==> src/logic/soc_router_params.svh <==
// ------------------------------------------------
// Address router widths and boot-hold length
// Six-region address map, bases and lengths
// Range end is base plus length, exclusive
// ------------------------------------------------
`ifndef SOC_ROUTER_PARAMS_SVH
`define SOC_ROUTER_PARAMS_SVH

// Widths
`define ROUTER_ADDR_W 32
`define BOOT_HOLD_W 7

// Cycles after reset release where debug requests are held off
`define BOOT_HOLD_CYCLES 64

// ------------------------------------------------
// Region map
// ------------------------------------------------
`define RGN_DEBUG_BASE 32'h0000_0000
`define RGN_DEBUG_LEN 32'h0000_1000
`define RGN_ROM_BASE 32'h0001_0000
`define RGN_ROM_LEN 32'h0001_0000
`define RGN_CLINT_BASE 32'h0200_0000
`define RGN_CLINT_LEN 32'h000C_0000
`define RGN_PLIC_BASE 32'h0C00_0000
`define RGN_PLIC_LEN 32'h0400_0000
`define RGN_APB_BASE 32'h1A10_0000
`define RGN_APB_LEN 32'h0010_0000
`define RGN_L2SPM_BASE 32'h1C00_0000
`define RGN_L2SPM_LEN 32'h0010_0000

`endif

==> src/logic/soc_router_pkg.sv <==
// ------------------------------------------------
// Shared types of the address router
// Operation, region and response status enums
// ------------------------------------------------
package soc_router_pkg;

  // Request operation
  typedef enum logic {
    OP_READ  = 1'b0,
    OP_WRITE = 1'b1
  } op_e;

  // Decoded target, NONE when no range matches
  typedef enum logic [2:0] {
    REGION_DEBUG = 3'd0,
    REGION_ROM   = 3'd1,
    REGION_CLINT = 3'd2,
    REGION_PLIC  = 3'd3,
    REGION_APB   = 3'd4,
    REGION_L2SPM = 3'd5,
    REGION_NONE  = 3'd6
  } region_e;

  // Response status
  typedef enum logic [1:0] {
    ST_OK     = 2'd0,
    ST_DECERR = 2'd1,
    ST_ROERR  = 2'd2,
    ST_HOLD   = 2'd3
  } status_e;

endpackage

==> src/logic/req_intake.sv <==
// ------------------------------------------------
// Request intake stage
// Four-phase slave on the outside request link
// One-entry capture register toward the decoder
// ------------------------------------------------
`timescale 1ns/1ps
`include "soc_router_params.svh"

module req_intake (
  input  logic                      clk_i,
  input  logic                      ndmreset_n,
  input  logic                      req_i,
  input  logic [`ROUTER_ADDR_W-1:0] req_addr_i,
  input  soc_router_pkg::op_e       req_op_i,
  input  logic                      dec_ready_i,
  output logic                      ack_o,
  output logic                      dec_valid_o,
  output logic [`ROUTER_ADDR_W-1:0] dec_addr_o,
  output soc_router_pkg::op_e       dec_op_o
);

  logic                      ack_q;
  logic                      valid_q;
  logic                      capture;
  logic [`ROUTER_ADDR_W-1:0] addr_q;
  soc_router_pkg::op_e       op_q;

  // New phase only, ack still high means this one was taken already
  assign capture = req_i && !ack_q && !valid_q;

  // Four-phase ack state
  always_ff @(posedge clk_i or negedge ndmreset_n) begin : p_ack
    if (!ndmreset_n) begin
      ack_q <= 1'b0;
    end else if (capture) begin
      ack_q <= 1'b1;
    end else if (!req_i) begin
      ack_q <= 1'b0;
    end
  end

  // Stage register occupancy
  always_ff @(posedge clk_i or negedge ndmreset_n) begin : p_valid
    if (!ndmreset_n) begin
      valid_q <= 1'b0;
    end else if (capture) begin
      valid_q <= 1'b1;
    end else if (dec_ready_i) begin
      valid_q <= 1'b0;
    end
  end

  always_ff @(posedge clk_i) begin : p_payload
    if (capture) begin
      addr_q <= req_addr_i;
      op_q   <= req_op_i;
    end
  end

  assign ack_o       = ack_q;
  assign dec_valid_o = valid_q;
  assign dec_addr_o  = addr_q;
  assign dec_op_o    = op_q;

endmodule

==> src/logic/addr_map_decode.sv <==
// ------------------------------------------------
// Address map decode stage
// Range compare against the six-region map
// Registered region and operation out
// ------------------------------------------------
`timescale 1ns/1ps
`include "soc_router_params.svh"

module addr_map_decode (
  input  logic                      clk_i,
  input  logic                      ndmreset_n,
  input  logic                      in_valid_i,
  input  logic [`ROUTER_ADDR_W-1:0] in_addr_i,
  input  soc_router_pkg::op_e       in_op_i,
  input  logic                      out_ready_i,
  output logic                      in_ready_o,
  output logic                      out_valid_o,
  output soc_router_pkg::region_e   out_region_o,
  output soc_router_pkg::op_e       out_op_o
);

  logic                    valid_q;
  logic                    accept;
  soc_router_pkg::region_e region_d;
  soc_router_pkg::region_e region_q;
  soc_router_pkg::op_e     op_q;

  // Start inclusive, end exclusive; offset form cannot overflow
  function automatic logic in_range(input logic [`ROUTER_ADDR_W-1:0] addr,
                                    input logic [`ROUTER_ADDR_W-1:0] base,
                                    input logic [`ROUTER_ADDR_W-1:0] len);
    in_range = (addr >= base) && ((addr - base) < len);
  endfunction

  // ------------------------------------------------
  // Region lookup
  // ------------------------------------------------
  always_comb begin : p_lookup
    region_d = soc_router_pkg::REGION_NONE;
    if (in_range(in_addr_i, `RGN_DEBUG_BASE, `RGN_DEBUG_LEN)) begin
      region_d = soc_router_pkg::REGION_DEBUG;
    end else if (in_range(in_addr_i, `RGN_ROM_BASE, `RGN_ROM_LEN)) begin
      region_d = soc_router_pkg::REGION_ROM;
    end else if (in_range(in_addr_i, `RGN_CLINT_BASE, `RGN_CLINT_LEN)) begin
      region_d = soc_router_pkg::REGION_CLINT;
    end else if (in_range(in_addr_i, `RGN_PLIC_BASE, `RGN_PLIC_LEN)) begin
      region_d = soc_router_pkg::REGION_PLIC;
    end else if (in_range(in_addr_i, `RGN_APB_BASE, `RGN_APB_LEN)) begin
      region_d = soc_router_pkg::REGION_APB;
    end else if (in_range(in_addr_i, `RGN_L2SPM_BASE, `RGN_L2SPM_LEN)) begin
      region_d = soc_router_pkg::REGION_L2SPM;
    end
  end

  // Output register frees up in the same cycle it is drained
  assign in_ready_o = !valid_q || out_ready_i;
  assign accept     = in_valid_i && in_ready_o;

  always_ff @(posedge clk_i or negedge ndmreset_n) begin : p_valid
    if (!ndmreset_n) begin
      valid_q <= 1'b0;
    end else if (accept) begin
      valid_q <= 1'b1;
    end else if (out_ready_i) begin
      valid_q <= 1'b0;
    end
  end

  always_ff @(posedge clk_i) begin : p_payload
    if (accept) begin
      region_q <= region_d;
      op_q     <= in_op_i;
    end
  end

  assign out_valid_o  = valid_q;
  assign out_region_o = region_q;
  assign out_op_o     = op_q;

endmodule

==> src/logic/resp_issuer.sv <==
// ------------------------------------------------
// Response stage
// Status resolution and boot-hold counter
// Four-phase master on the response link
// ------------------------------------------------
`timescale 1ns/1ps
`include "soc_router_params.svh"

module resp_issuer (
  input  logic                    clk_i,
  input  logic                    ndmreset_n,
  input  logic                    in_valid_i,
  input  soc_router_pkg::region_e in_region_i,
  input  soc_router_pkg::op_e     in_op_i,
  input  logic                    rsp_ack_i,
  output logic                    in_ready_o,
  output logic                    rsp_req_o,
  output soc_router_pkg::region_e rsp_region_o,
  output soc_router_pkg::status_e rsp_status_o
);

  typedef enum logic [1:0] {
    S_IDLE,
    S_LOADED,
    S_REQ,
    S_RELEASE
  } rsp_state_e;

  rsp_state_e              state_q;
  rsp_state_e              state_d;
  logic                    accept;
  logic [`BOOT_HOLD_W-1:0] hold_cnt_q;
  soc_router_pkg::region_e region_q;
  soc_router_pkg::status_e status_q;

  // Priority: decode error, then read-only, then boot hold
  function automatic soc_router_pkg::status_e resolve(input soc_router_pkg::region_e rgn,
                                                       input soc_router_pkg::op_e op,
                                                       input logic hold);
    if (rgn == soc_router_pkg::REGION_NONE) begin
      resolve = soc_router_pkg::ST_DECERR;
    end else if (rgn == soc_router_pkg::REGION_ROM && op == soc_router_pkg::OP_WRITE) begin
      resolve = soc_router_pkg::ST_ROERR;
    end else if (rgn == soc_router_pkg::REGION_DEBUG && hold) begin
      resolve = soc_router_pkg::ST_HOLD;
    end else begin
      resolve = soc_router_pkg::ST_OK;
    end
  endfunction

  // Keeps debug away while boot code runs, stops at zero
  always_ff @(posedge clk_i or negedge ndmreset_n) begin : p_hold_cnt
    if (!ndmreset_n) begin
      hold_cnt_q <= `BOOT_HOLD_W'(`BOOT_HOLD_CYCLES);
    end else if (hold_cnt_q != '0) begin
      hold_cnt_q <= hold_cnt_q - 1'b1;
    end
  end

  assign in_ready_o = (state_q == S_IDLE);
  assign accept     = in_valid_i && in_ready_o;

  // ------------------------------------------------
  // Response handshake FSM
  // ------------------------------------------------
  always_comb begin : p_next
    state_d = state_q;
    case (state_q)
      S_IDLE:    if (in_valid_i) state_d = S_LOADED;
      S_LOADED:  state_d = S_REQ;
      S_REQ:     if (rsp_ack_i) state_d = S_RELEASE;
      S_RELEASE: if (!rsp_ack_i) state_d = S_IDLE;
      default:   state_d = S_IDLE;
    endcase
  end

  always_ff @(posedge clk_i or negedge ndmreset_n) begin : p_state
    if (!ndmreset_n) begin
      state_q <= S_IDLE;
    end else begin
      state_q <= state_d;
    end
  end

  always_ff @(posedge clk_i) begin : p_payload
    if (accept) begin
      region_q <= in_region_i;
      status_q <= resolve(in_region_i, in_op_i, hold_cnt_q != '0);
    end
  end

  assign rsp_req_o    = (state_q == S_REQ);
  assign rsp_region_o = region_q;
  assign rsp_status_o = status_q;

endmodule

==> src/logic/soc_addr_router.sv <==
// ------------------------------------------------
// Address router top level
// Intake, decode and response stages in a line
// ------------------------------------------------
`timescale 1ns/1ps
`include "soc_router_params.svh"

module soc_addr_router (
  input  logic                      clk_i,
  input  logic                      ndmreset_n,
  input  logic                      req_i,
  input  logic [`ROUTER_ADDR_W-1:0] req_addr_i,
  input  soc_router_pkg::op_e       req_op_i,
  input  logic                      rsp_ack_i,
  output logic                      ack_o,
  output logic                      rsp_req_o,
  output soc_router_pkg::region_e   rsp_region_o,
  output soc_router_pkg::status_e   rsp_status_o
);

  // Intake to decode
  logic                      dec_valid;
  logic                      dec_ready;
  logic [`ROUTER_ADDR_W-1:0] dec_addr;
  soc_router_pkg::op_e       dec_op;

  // Decode to response
  logic                      iss_valid;
  logic                      iss_ready;
  soc_router_pkg::region_e   iss_region;
  soc_router_pkg::op_e       iss_op;

  req_intake i_req_intake (
    .clk_i       ( clk_i      ),
    .ndmreset_n  ( ndmreset_n ),
    .req_i       ( req_i      ),
    .req_addr_i  ( req_addr_i ),
    .req_op_i    ( req_op_i   ),
    .dec_ready_i ( dec_ready  ),
    .ack_o       ( ack_o      ),
    .dec_valid_o ( dec_valid  ),
    .dec_addr_o  ( dec_addr   ),
    .dec_op_o    ( dec_op     )
  );

  addr_map_decode i_addr_map_decode (
    .clk_i        ( clk_i      ),
    .ndmreset_n   ( ndmreset_n ),
    .in_valid_i   ( dec_valid  ),
    .in_addr_i    ( dec_addr   ),
    .in_op_i      ( dec_op     ),
    .out_ready_i  ( iss_ready  ),
    .in_ready_o   ( dec_ready  ),
    .out_valid_o  ( iss_valid  ),
    .out_region_o ( iss_region ),
    .out_op_o     ( iss_op     )
  );

  resp_issuer i_resp_issuer (
    .clk_i        ( clk_i        ),
    .ndmreset_n   ( ndmreset_n   ),
    .in_valid_i   ( iss_valid    ),
    .in_region_i  ( iss_region   ),
    .in_op_i      ( iss_op       ),
    .rsp_ack_i    ( rsp_ack_i    ),
    .in_ready_o   ( iss_ready    ),
    .rsp_req_o    ( rsp_req_o    ),
    .rsp_region_o ( rsp_region_o ),
    .rsp_status_o ( rsp_status_o )
  );

endmodule

==> config.mk <==
export PLATFORM = sky130hd
export DESIGN_NAME = soc_addr_router
export DESIGN_NICKNAME = d
export VERILOG_FILES = /design/src/logic/soc_router_pkg.sv /design/src/logic/req_intake.sv /design/src/logic/addr_map_decode.sv /design/src/logic/resp_issuer.sv /design/src/logic/soc_addr_router.sv
export VERILOG_INCLUDE_DIRS = /design/src /design/src/logic
export SDC_FILE = /design/constraint.sdc
export NUM_CORES = 1
export LEC_CHECK = 0
export CORE_AREA = 2 2 79 89
export CTS_CLUSTER_SIZE = 16
export DETAILED_ROUTE_END_ITERATION = 16
export DIE_AREA = 0 0 81 91
export DONT_BUFFER_PORTS = 1
export MAX_ROUTING_LAYER = met4
export REMOVE_ABC_BUFFERS = 1
export SLEW_MARGIN = 20
export SYNTH_ARGS = -nofsm -noshare
export SYNTH_HDL_FRONTEND = slang
export SYNTH_SLANG_ARGS = --single-unit
==> constraint.sdc <==
create_clock -name clk_i -period 3 [get_ports clk_i]
set_input_delay 0.15 -clock clk_i [delete_from_list [all_inputs] [get_ports clk_i]]
set_output_delay 0.15 -clock clk_i [all_outputs]
set_load 0.02 [all_outputs]
* After elaboration in Yosys (flattened, before gate mapping)
Cells that the tools add are included.
** Word-level totals
- Register bits after elaboration :: 54
- Input bits :: 37
- Output and inout port bits :: 7
- Logic and storage cells :: 81
** Operators by class
- $add $sub $neg :: 6
- Order comparisons :: 12
- Equal/unequal tests :: 9
- Muxes and demuxes :: 17
- Reductions and logical operators :: 24
** Operators with widths (number)
- 32-bit by 29-bit >= comparator with 1-bit output, second input constant :: 2
- 32-bit by 21-bit less-than comparator with 1-bit output, second input constant :: 2
- 32-bit by 29-bit subtractor with 32-bit output, second input constant :: 2
- 32-bit by 1-bit >= comparator with 1-bit output, second input constant :: 1
- 32-bit by 17-bit >= comparator with 1-bit output, second input constant :: 1
- 32-bit by 26-bit >= comparator with 1-bit output, second input constant :: 1
- 32-bit by 28-bit >= comparator with 1-bit output, second input constant :: 1
- 32-bit by 13-bit less-than comparator with 1-bit output, second input constant :: 1
- 32-bit by 17-bit less-than comparator with 1-bit output, second input constant :: 1
- 32-bit by 20-bit less-than comparator with 1-bit output, second input constant :: 1
- 32-bit by 27-bit less-than comparator with 1-bit output, second input constant :: 1
- 32-bit by 17-bit subtractor with 32-bit output, second input constant :: 1
- 32-bit by 26-bit subtractor with 32-bit output, second input constant :: 1
- 32-bit by 28-bit subtractor with 32-bit output, second input constant :: 1
- 2-bit two-way mux :: 9
- 1-bit logical AND :: 12
- 2-bit case mux with 4 select lines :: 1
- 1-bit two-way mux :: 7
- 7-bit nonzero test :: 1
- 7-bit by 1-bit subtractor with 7-bit output, second input constant :: 1
- 2-bit != test, second input constant :: 3
- 2-bit == test, second input constant :: 2
- 2-bit nonzero test :: 2
- 4-bit OR reduction :: 1
- 10 further kinds :: 12

* Longest topological paths before layout
- Word-level depth :: 8
- Depth in mapped cells :: 7
- Depth with buffers taken out :: 7

* Modules after synthesis
A second synthesis with hierarchy kept.
** Unflattened totals
- Cell total of the unflattened synthesis :: 175
- Area total of the unflattened synthesis :: 2394.8 um2
** Modules (own cells, without submodules)
- req_intake :: times used 1, cells each 40, area an instance 1076.0 um2, sequential area each 1041.0 um2
- resp_issuer :: times used 1, cells each 57, area an instance 706.9 um2, sequential area each 376.6 um2
- addr_map_decode :: times used 1, cells each 78, area an instance 611.8 um2, sequential area each 145.1 um2

* Least setup slack after synthesis
OpenSTA, ideal clock, no wires.
- Kind :: register -> register
- Start :: reg i_req_intake.ack_q (netlist: i_req_intake.ack_o)
- End :: reg i_req_intake.addr_q[12] (netlist: i_req_intake.dec_addr_o[12]) (enable)
- Setup time :: 0.433 ns
- Arrival time :: 2.160 ns
- Required time :: 2.567 ns
- Path slack :: 0.408 ns
- Stages on the path, launching flop included :: 2
- Path buffers :: 0
- Clock period less this slack :: 2.592 ns
- Path through :: dfrtp_1 > nor3b_1
** On the way
- Longest elaborated chain between the ends :: 3
** Ends and longest elaborated chain
- start: declaration :: RTL line req_intake.sv:22 : logic ack_q;
- start signal: assignment :: RTL line req_intake.sv:34 : ack_q <= 1'b0;
- start signal: assignment :: RTL line req_intake.sv:36 : ack_q <= 1'b1;
- start signal: assignment :: RTL line req_intake.sv:38 : ack_q <= 1'b0;
- 1-bit zero test :: RTL line req_intake.sv:29 : assign capture = req_i && !ack_q && !valid_q;
- 1-bit logical AND (2 in a row) :: RTL line req_intake.sv:29
- net i_req_intake.capture :: RTL line req_intake.sv:24 : logic capture;
- end signal: assignment :: RTL line req_intake.sv:55 : addr_q <= req_addr_i;
- end: declaration :: RTL line req_intake.sv:25 : logic [`ROUTER_ADDR_W-1:0] addr_q;
The timed path passes the listed nets, and every way through them passes these cells.
A chain may end at the register's enable or synchronous reset.

* Final worst setup path
- Start :: reg i_req_intake.addr_q[24] (netlist: i_req_intake.dec_addr_o[24])
- End :: reg i_addr_map_decode.region_q[0] (netlist: i_addr_map_decode.out_region_o[0]), data pin
** On the way
- Longest elaborated chain between the ends :: 8
- Elaborated cells on any way between the ends :: 28
- Classes of those cells :: add/sub (5); order compare (12); mux (5); reduce/logical (6)
** Ends and longest elaborated chain
- 32-bit by 29-bit subtractor with 32-bit output :: RTL line addr_map_decode.sv:32 : in_range = (addr >= base) && ((addr - base) < len);
- 32-bit by 21-bit less-than comparator with 1-bit output :: RTL line addr_map_decode.sv:32
- 1-bit logical AND :: RTL line addr_map_decode.sv:32
- 2-bit two-way mux :: RTL line addr_map_decode.sv:50 : end else if (in_range(in_addr_i, `RGN_L2SPM_BASE, `RGN_L2SPM_LEN)) begin
- 2-bit two-way mux :: RTL line addr_map_decode.sv:48 : end else if (in_range(in_addr_i, `RGN_APB_BASE, `RGN_APB_LEN)) begin
- 2-bit two-way mux :: RTL line addr_map_decode.sv:46 : end else if (in_range(in_addr_i, `RGN_PLIC_BASE, `RGN_PLIC_LEN)) begin
- 2-bit two-way mux :: RTL line addr_map_decode.sv:44 : end else if (in_range(in_addr_i, `RGN_CLINT_BASE, `RGN_CLINT_LEN)) begin
- 1-bit two-way mux :: RTL line addr_map_decode.sv:42 : end else if (in_range(in_addr_i, `RGN_ROM_BASE, `RGN_ROM_LEN)) begin
- end signal: assignment :: RTL line addr_map_decode.sv:71 : region_q <= region_d;
- end: declaration :: RTL line addr_map_decode.sv:25 : soc_router_pkg::region_e region_q;
Several ways; a longest one is shown, not always the timed one.

==> results <==
- The run finished with clean final reports.
- The critical path goes through or4_4 > nor3b_2 > nand4_1 > a21oi_1 > o22ai_1.
- TritonCTS built the clock tree.
- The x dimension of the die is 81 µm.
- Dividing the detail-routed wire length by the instance count gives ~12 µm.
- After synthesis the netlist holds a flip-flop and latch count of between 40 and 50.
- The power density over the cells is 676 nW/µm².
- The maximum number of pins on one net before global-route repair is 23.
- Synthesis instantiated 38 different standard cells from the library.
- In this run the deepest clock path goes through 2 buffers.
- Among all cell types in the netlist, the one instantiated most often is sky130_fd_sc_hd__edfxtp_1.
- STA classifies the critical path endpoint as a flop.
- The cell type of the slowest stage on the worst timing path is sky130_fd_sc_hd__or4_4.
- Once the clock tree was built, the resizer swapped 0 gates to a different size.
- The number of levels in the clock H-tree is 2.
- The worst slack at placement is between 1000 and 1500 ps.
- The half-perimeter wire length of the detailed placement result is ~2000 µm.
- The end point of the critical path is i_addr_map_decode.out_region_o[0].
- Setup repair after global routing left no endpoint under its margin.
- The number of rows created at floorplan is 31.
- The post-synthesis share of cell area spent on full adders, half adders and majority gates is 0.0545.
- The count of final hold-check violations is 0.
- At the later pin of the worst-skew pair, clock insertion delay measures between 200 and 300 ps.
- The leading area contributor after synthesis is sky130_fd_sc_hd__edfxtp_1.
- In the final layout, the share of cells above drive strength 1 is 0.0947.
- Yosys mapped a number of flops with a built-in enable equal to 30.
- The count of unresolved DRC violations after routing is 0.
- In this run the worst setup path begins at i_req_intake.dec_addr_o[24].
- After clock tree synthesis, the setup repair step added 0 buffers.
- The portion of synthesized area spent on multiplexers is 0.0116.
- After the first detailed-routing iteration, the DRC count stood at 50.
- The hold-fix buffer count after cts is 23.
- Across the run, the number of max-cap violations was 0.
- The final wirelength is approximately 2900 µm.
- The sequential-to-total area share from yosys stat is 0.655.
- After clock tree synthesis, the clock-pin slew on the worst setup and hold paths is around 80 ps.
- The number of clock buffers inserted by TritonCTS is 5.
- In this run the register-to-register setup slack is 1110 ps.
- In this run the power spent charging and discharging nets is 419 µW.
- The critical path is of the flop to flop type.
- After detailed routing, the number of vias per cell comes to between 4 and 5.
- The largest family of logic cells by synthesized area is simple AND/OR/NAND/NOR gates.
- During placement, the flow inserted port buffers numbering 0.
- Of the post-synthesis cell area, the dominant cell type holds 0.491.
- For this run, the number of Yosys warnings is 0.
- The startpoint identified for the worst register-to-register timing path is i_req_intake.dec_addr_o[24].
- The area of combinational cells with multiple inputs is around 590 µm².
- The die area is 7370 µm².
- The overall global routing resource usage is 0.0901.
- Counting cells, the worst reg-to-reg path comes to 5.
- The routed layout has between 1000 and 1500 vias.
- The final layout contains between 200 and 250 nets.
- The simple-gate portion of the synthesized area is 0.142.
- The parity-gate share of the synthesized area counting xor and xnor cells is 0.0429.
- The pre-antenna-repair detailed-routing pass consisted of 4 iterations.
- The required arrival time at the worst endpoint is 3030 ps.
- Sorting the synthesized cells by area gives the leading types as sky130_fd_sc_hd__edfxtp_1 49%, sky130_fd_sc_hd__dfrtp_1 15%, sky130_fd_sc_hd__ha_1 5.5%.
- For the final routed database, the setup TNS stands at 0 ps.
- Along the worst path, the maximum fanout reaches 4.
- The floorplan step defined a core boundary enclosing about 6400 µm².
- The final critical delay including setup and external delays is 1890 ps.
- The first global-routing pass estimated slightly below 5000 µm of wire.
- Across the whole layout, storage elements account for roughly 1200 µm².
- The most used flip-flop cell after synthesis is sky130_fd_sc_hd__edfxtp_1.
- The routability congestion estimate is 0.787.
- The part of the power in combinational logic is 0.169.
- The starting density of the core is 0.285.
- For this run, asynchronously set or reset flops after synthesis account for 0.286.
- The detail route stage leaves a number of antenna-violating nets equal to 0.
- The cell count after synthesis came out at 140.
- For this run the aggregate overflow at the end of global routing stands at 0.
- The transition at the pin with the smallest max-transition slack is between 500 and 600 ps.
- The diode insertion count for antenna repair is 0.
- The number of antenna violations at the first check in global routing is 0.
- Of the total power, the clock network draws 0.283.
- Headroom to the max-slew limit came out at 0.648.
- After layout, the worst setup slack is 1110 ps.
- The worst setup path is launched from a flop.
- The tree is rooted in a sky130_fd_sc_hd__clkbuf_8.
- The internal power of the cells is between 1000 and 1500 µW.
- Of the total power, registers draw 0.548.
- The area of the mapped netlist is between 1500 and 2000 µm².
- The worst register-to-register path ends at i_addr_map_decode.out_region_o[0].
- The peak clock frequency supported by timing is between 500 and 600 MHz.
- The via count of the first global-routing pass is between 1000 and 1500.
- The area fraction in compound gates after synthesis is 0.0654.
- Measured along the y axis, the die boundary spans 91 µm.
- The switching share of total power is 0.273.
- The average footprint of a synthesized cell is 13.1 µm².
- The clock sink count is between 40 and 50.
- The worst hold path class is primary input to flop.
- Sorting the synthesized cells by how often they occur yields 30 x sky130_fd_sc_hd__edfxtp_1, 12 x sky130_fd_sc_hd__nor2_1, 11 x sky130_fd_sc_hd__dfrtp_1.
- The max-slew violation total from the final report is 0.
- Relative to the synthesized area, the layout overhead comes to 23.6%.
- The critical path's largest stage delay is 570 ps.
- The worst endpoint data arrival time is 1910 ps.
- The final period utilization is 0.629.
- The largest clock skew in the final design is between 9 and 10 ps.
- The largest vdd supply drop is between 0.0003 and 0.0004 V.
- The number of filler cells placed in the layout is ~650.
- Setup violations remaining at the end of the flow were counted as 0.
- In this run the count of I/O pins placed on the die edge is between 40 and 50.
- Summed over all cells, the static leakage comes to approximately 0.00084 µW.
==> power by group through the flow <==
stage	clock network [µW]	registers [µW]	logic (µW)
3_5_place_dp	0	857	239
5_1_grt	473	857	301
2_1_floorplan	0	837	195
4_1_cts	452	845	265
3_3_place_gp	0	854	233
6_report	434	841	260
==> layer usage <==
layer	track usage	part of all wire	vias to the layer above
met5	-	0	-
met4	0.0424	0.018	0
met3	0.0268	0.037	4
met2	0.149	0.50	27
met1	0.0980	0.45	520
li1	-	-	558
==> kinds of logic after synthesis <==
family | after synthesis
and+or+nand+nor | 49
DFF | 42
AOI/OAI and AO/OA | 19
buffers and inverters | 11
xor gates and xnor gates | 9
adders and majority gates | 8
muxes | 2
==> sequential cells by signal, indices dropped and copies added (netlist names) <==
| register | flops |
|---|---|
| i_addr_map_decode.out_op_o | 1 |
| i_addr_map_decode.out_region_o | 3 |
| i_addr_map_decode.out_valid_o | 1 |
| i_req_intake.ack_o | 1 |
| i_req_intake.dec_addr_o | 20 |
| i_req_intake.dec_op_o | 1 |
| i_req_intake.dec_valid_o | 1 |
| i_resp_issuer.hold_cnt_q | 7 |
| i_resp_issuer.rsp_region_o | 3 |
| i_resp_issuer.rsp_status_o | 2 |
| i_resp_issuer.state_q | 2 |
==> worst max-delay path: cells and delay by family (launching register included) <==
kind | cells | cell delay, ps
AO/OA/AOI/OAI | 2 | 320
AND/OR/NAND/NOR | 3 | 950
flip-flops | 1 | 370
==> layout by cell type (no fill, tap or decap), types with 2 or more instances in the layout <==
| cell | netlist | layout |
|---|---|---|
| sky130_fd_sc_hd__edfxtp_1 | 30 | 30 |
| sky130_fd_sc_hd__dlygate4sd3_1 | 0 | 23 |
| sky130_fd_sc_hd__nor2_1 | 12 | 12 |
| sky130_fd_sc_hd__dfrtp_1 | 11 | 11 |
| sky130_fd_sc_hd__nand2_1 | 9 | 9 |
| sky130_fd_sc_hd__inv_1 | 8 | 8 |
| sky130_fd_sc_hd__ha_1 | 8 | 8 |
| sky130_fd_sc_hd__nor3_1 | 7 | 7 |
| sky130_fd_sc_hd__xnor2_1 | 6 | 6 |
| sky130_fd_sc_hd__o21ai_0 | 5 | 5 |
| sky130_fd_sc_hd__clkbuf_8 | 1 | 5 |
| sky130_fd_sc_hd__nand3_1 | 4 | 4 |
| sky130_fd_sc_hd__nor4_1 | 4 | 4 |
| sky130_fd_sc_hd__a21oi_1 | 4 | 4 |
| sky130_fd_sc_hd__and2_1 | 3 | 3 |
| sky130_fd_sc_hd__xor2_1 | 3 | 3 |
| sky130_fd_sc_hd__nor3b_2 | 1 | 2 |
| sky130_fd_sc_hd__nand4_1 | 2 | 2 |
| sky130_fd_sc_hd__a21o_1 | 2 | 2 |
==> area by class of cell <==
cell class,instances,area share
Tap cell,82,0.0452
Sequential cell,42,0.530
Inverter,8,0.0132
Timing Repair Buffer,24,0.105
Clock buffer,6,0.0320
Multi-Input combinational cell,87,0.258
Clock inverter,2,0.0165
==> how the worst min path moves through the flow <==
stage / endpoint / depth (start not counted) / slack (ps) / from
after floorplan: i_addr_map_decode.out_valid_o / 0 / -150 / ndmreset_n
after global placement: i_resp_issuer.hold_cnt_q[3] / 0 / -150 / ndmreset_n
after detailed placement: i_resp_issuer.hold_cnt_q[3] / 0 / -150 / ndmreset_n
after CTS: i_resp_issuer.state_q[0] / 3 / 160 / rsp_ack_i
after global routing: i_resp_issuer.state_q[0] / 3 / 200 / rsp_ack_i
final: i_resp_issuer.state_q[0] / 3 / 180 / rsp_ack_i
==> per-stage QoR <==
stage                      util  hold slack (ps)  power (µW)  cells  cell area [µm²]
after global routing      0.352              205        1630    251             2270
after CTS                 0.352              164        1560    251             2270
final                     0.352              182        1530    251             2270
after global placement    0.299             -145        1090    220             1930
after floorplan               -             -146        1030    137             1810
after detailed placement  0.299             -145        1100    220             1930
No activity file was read; power rests on OpenSTA's default activity.
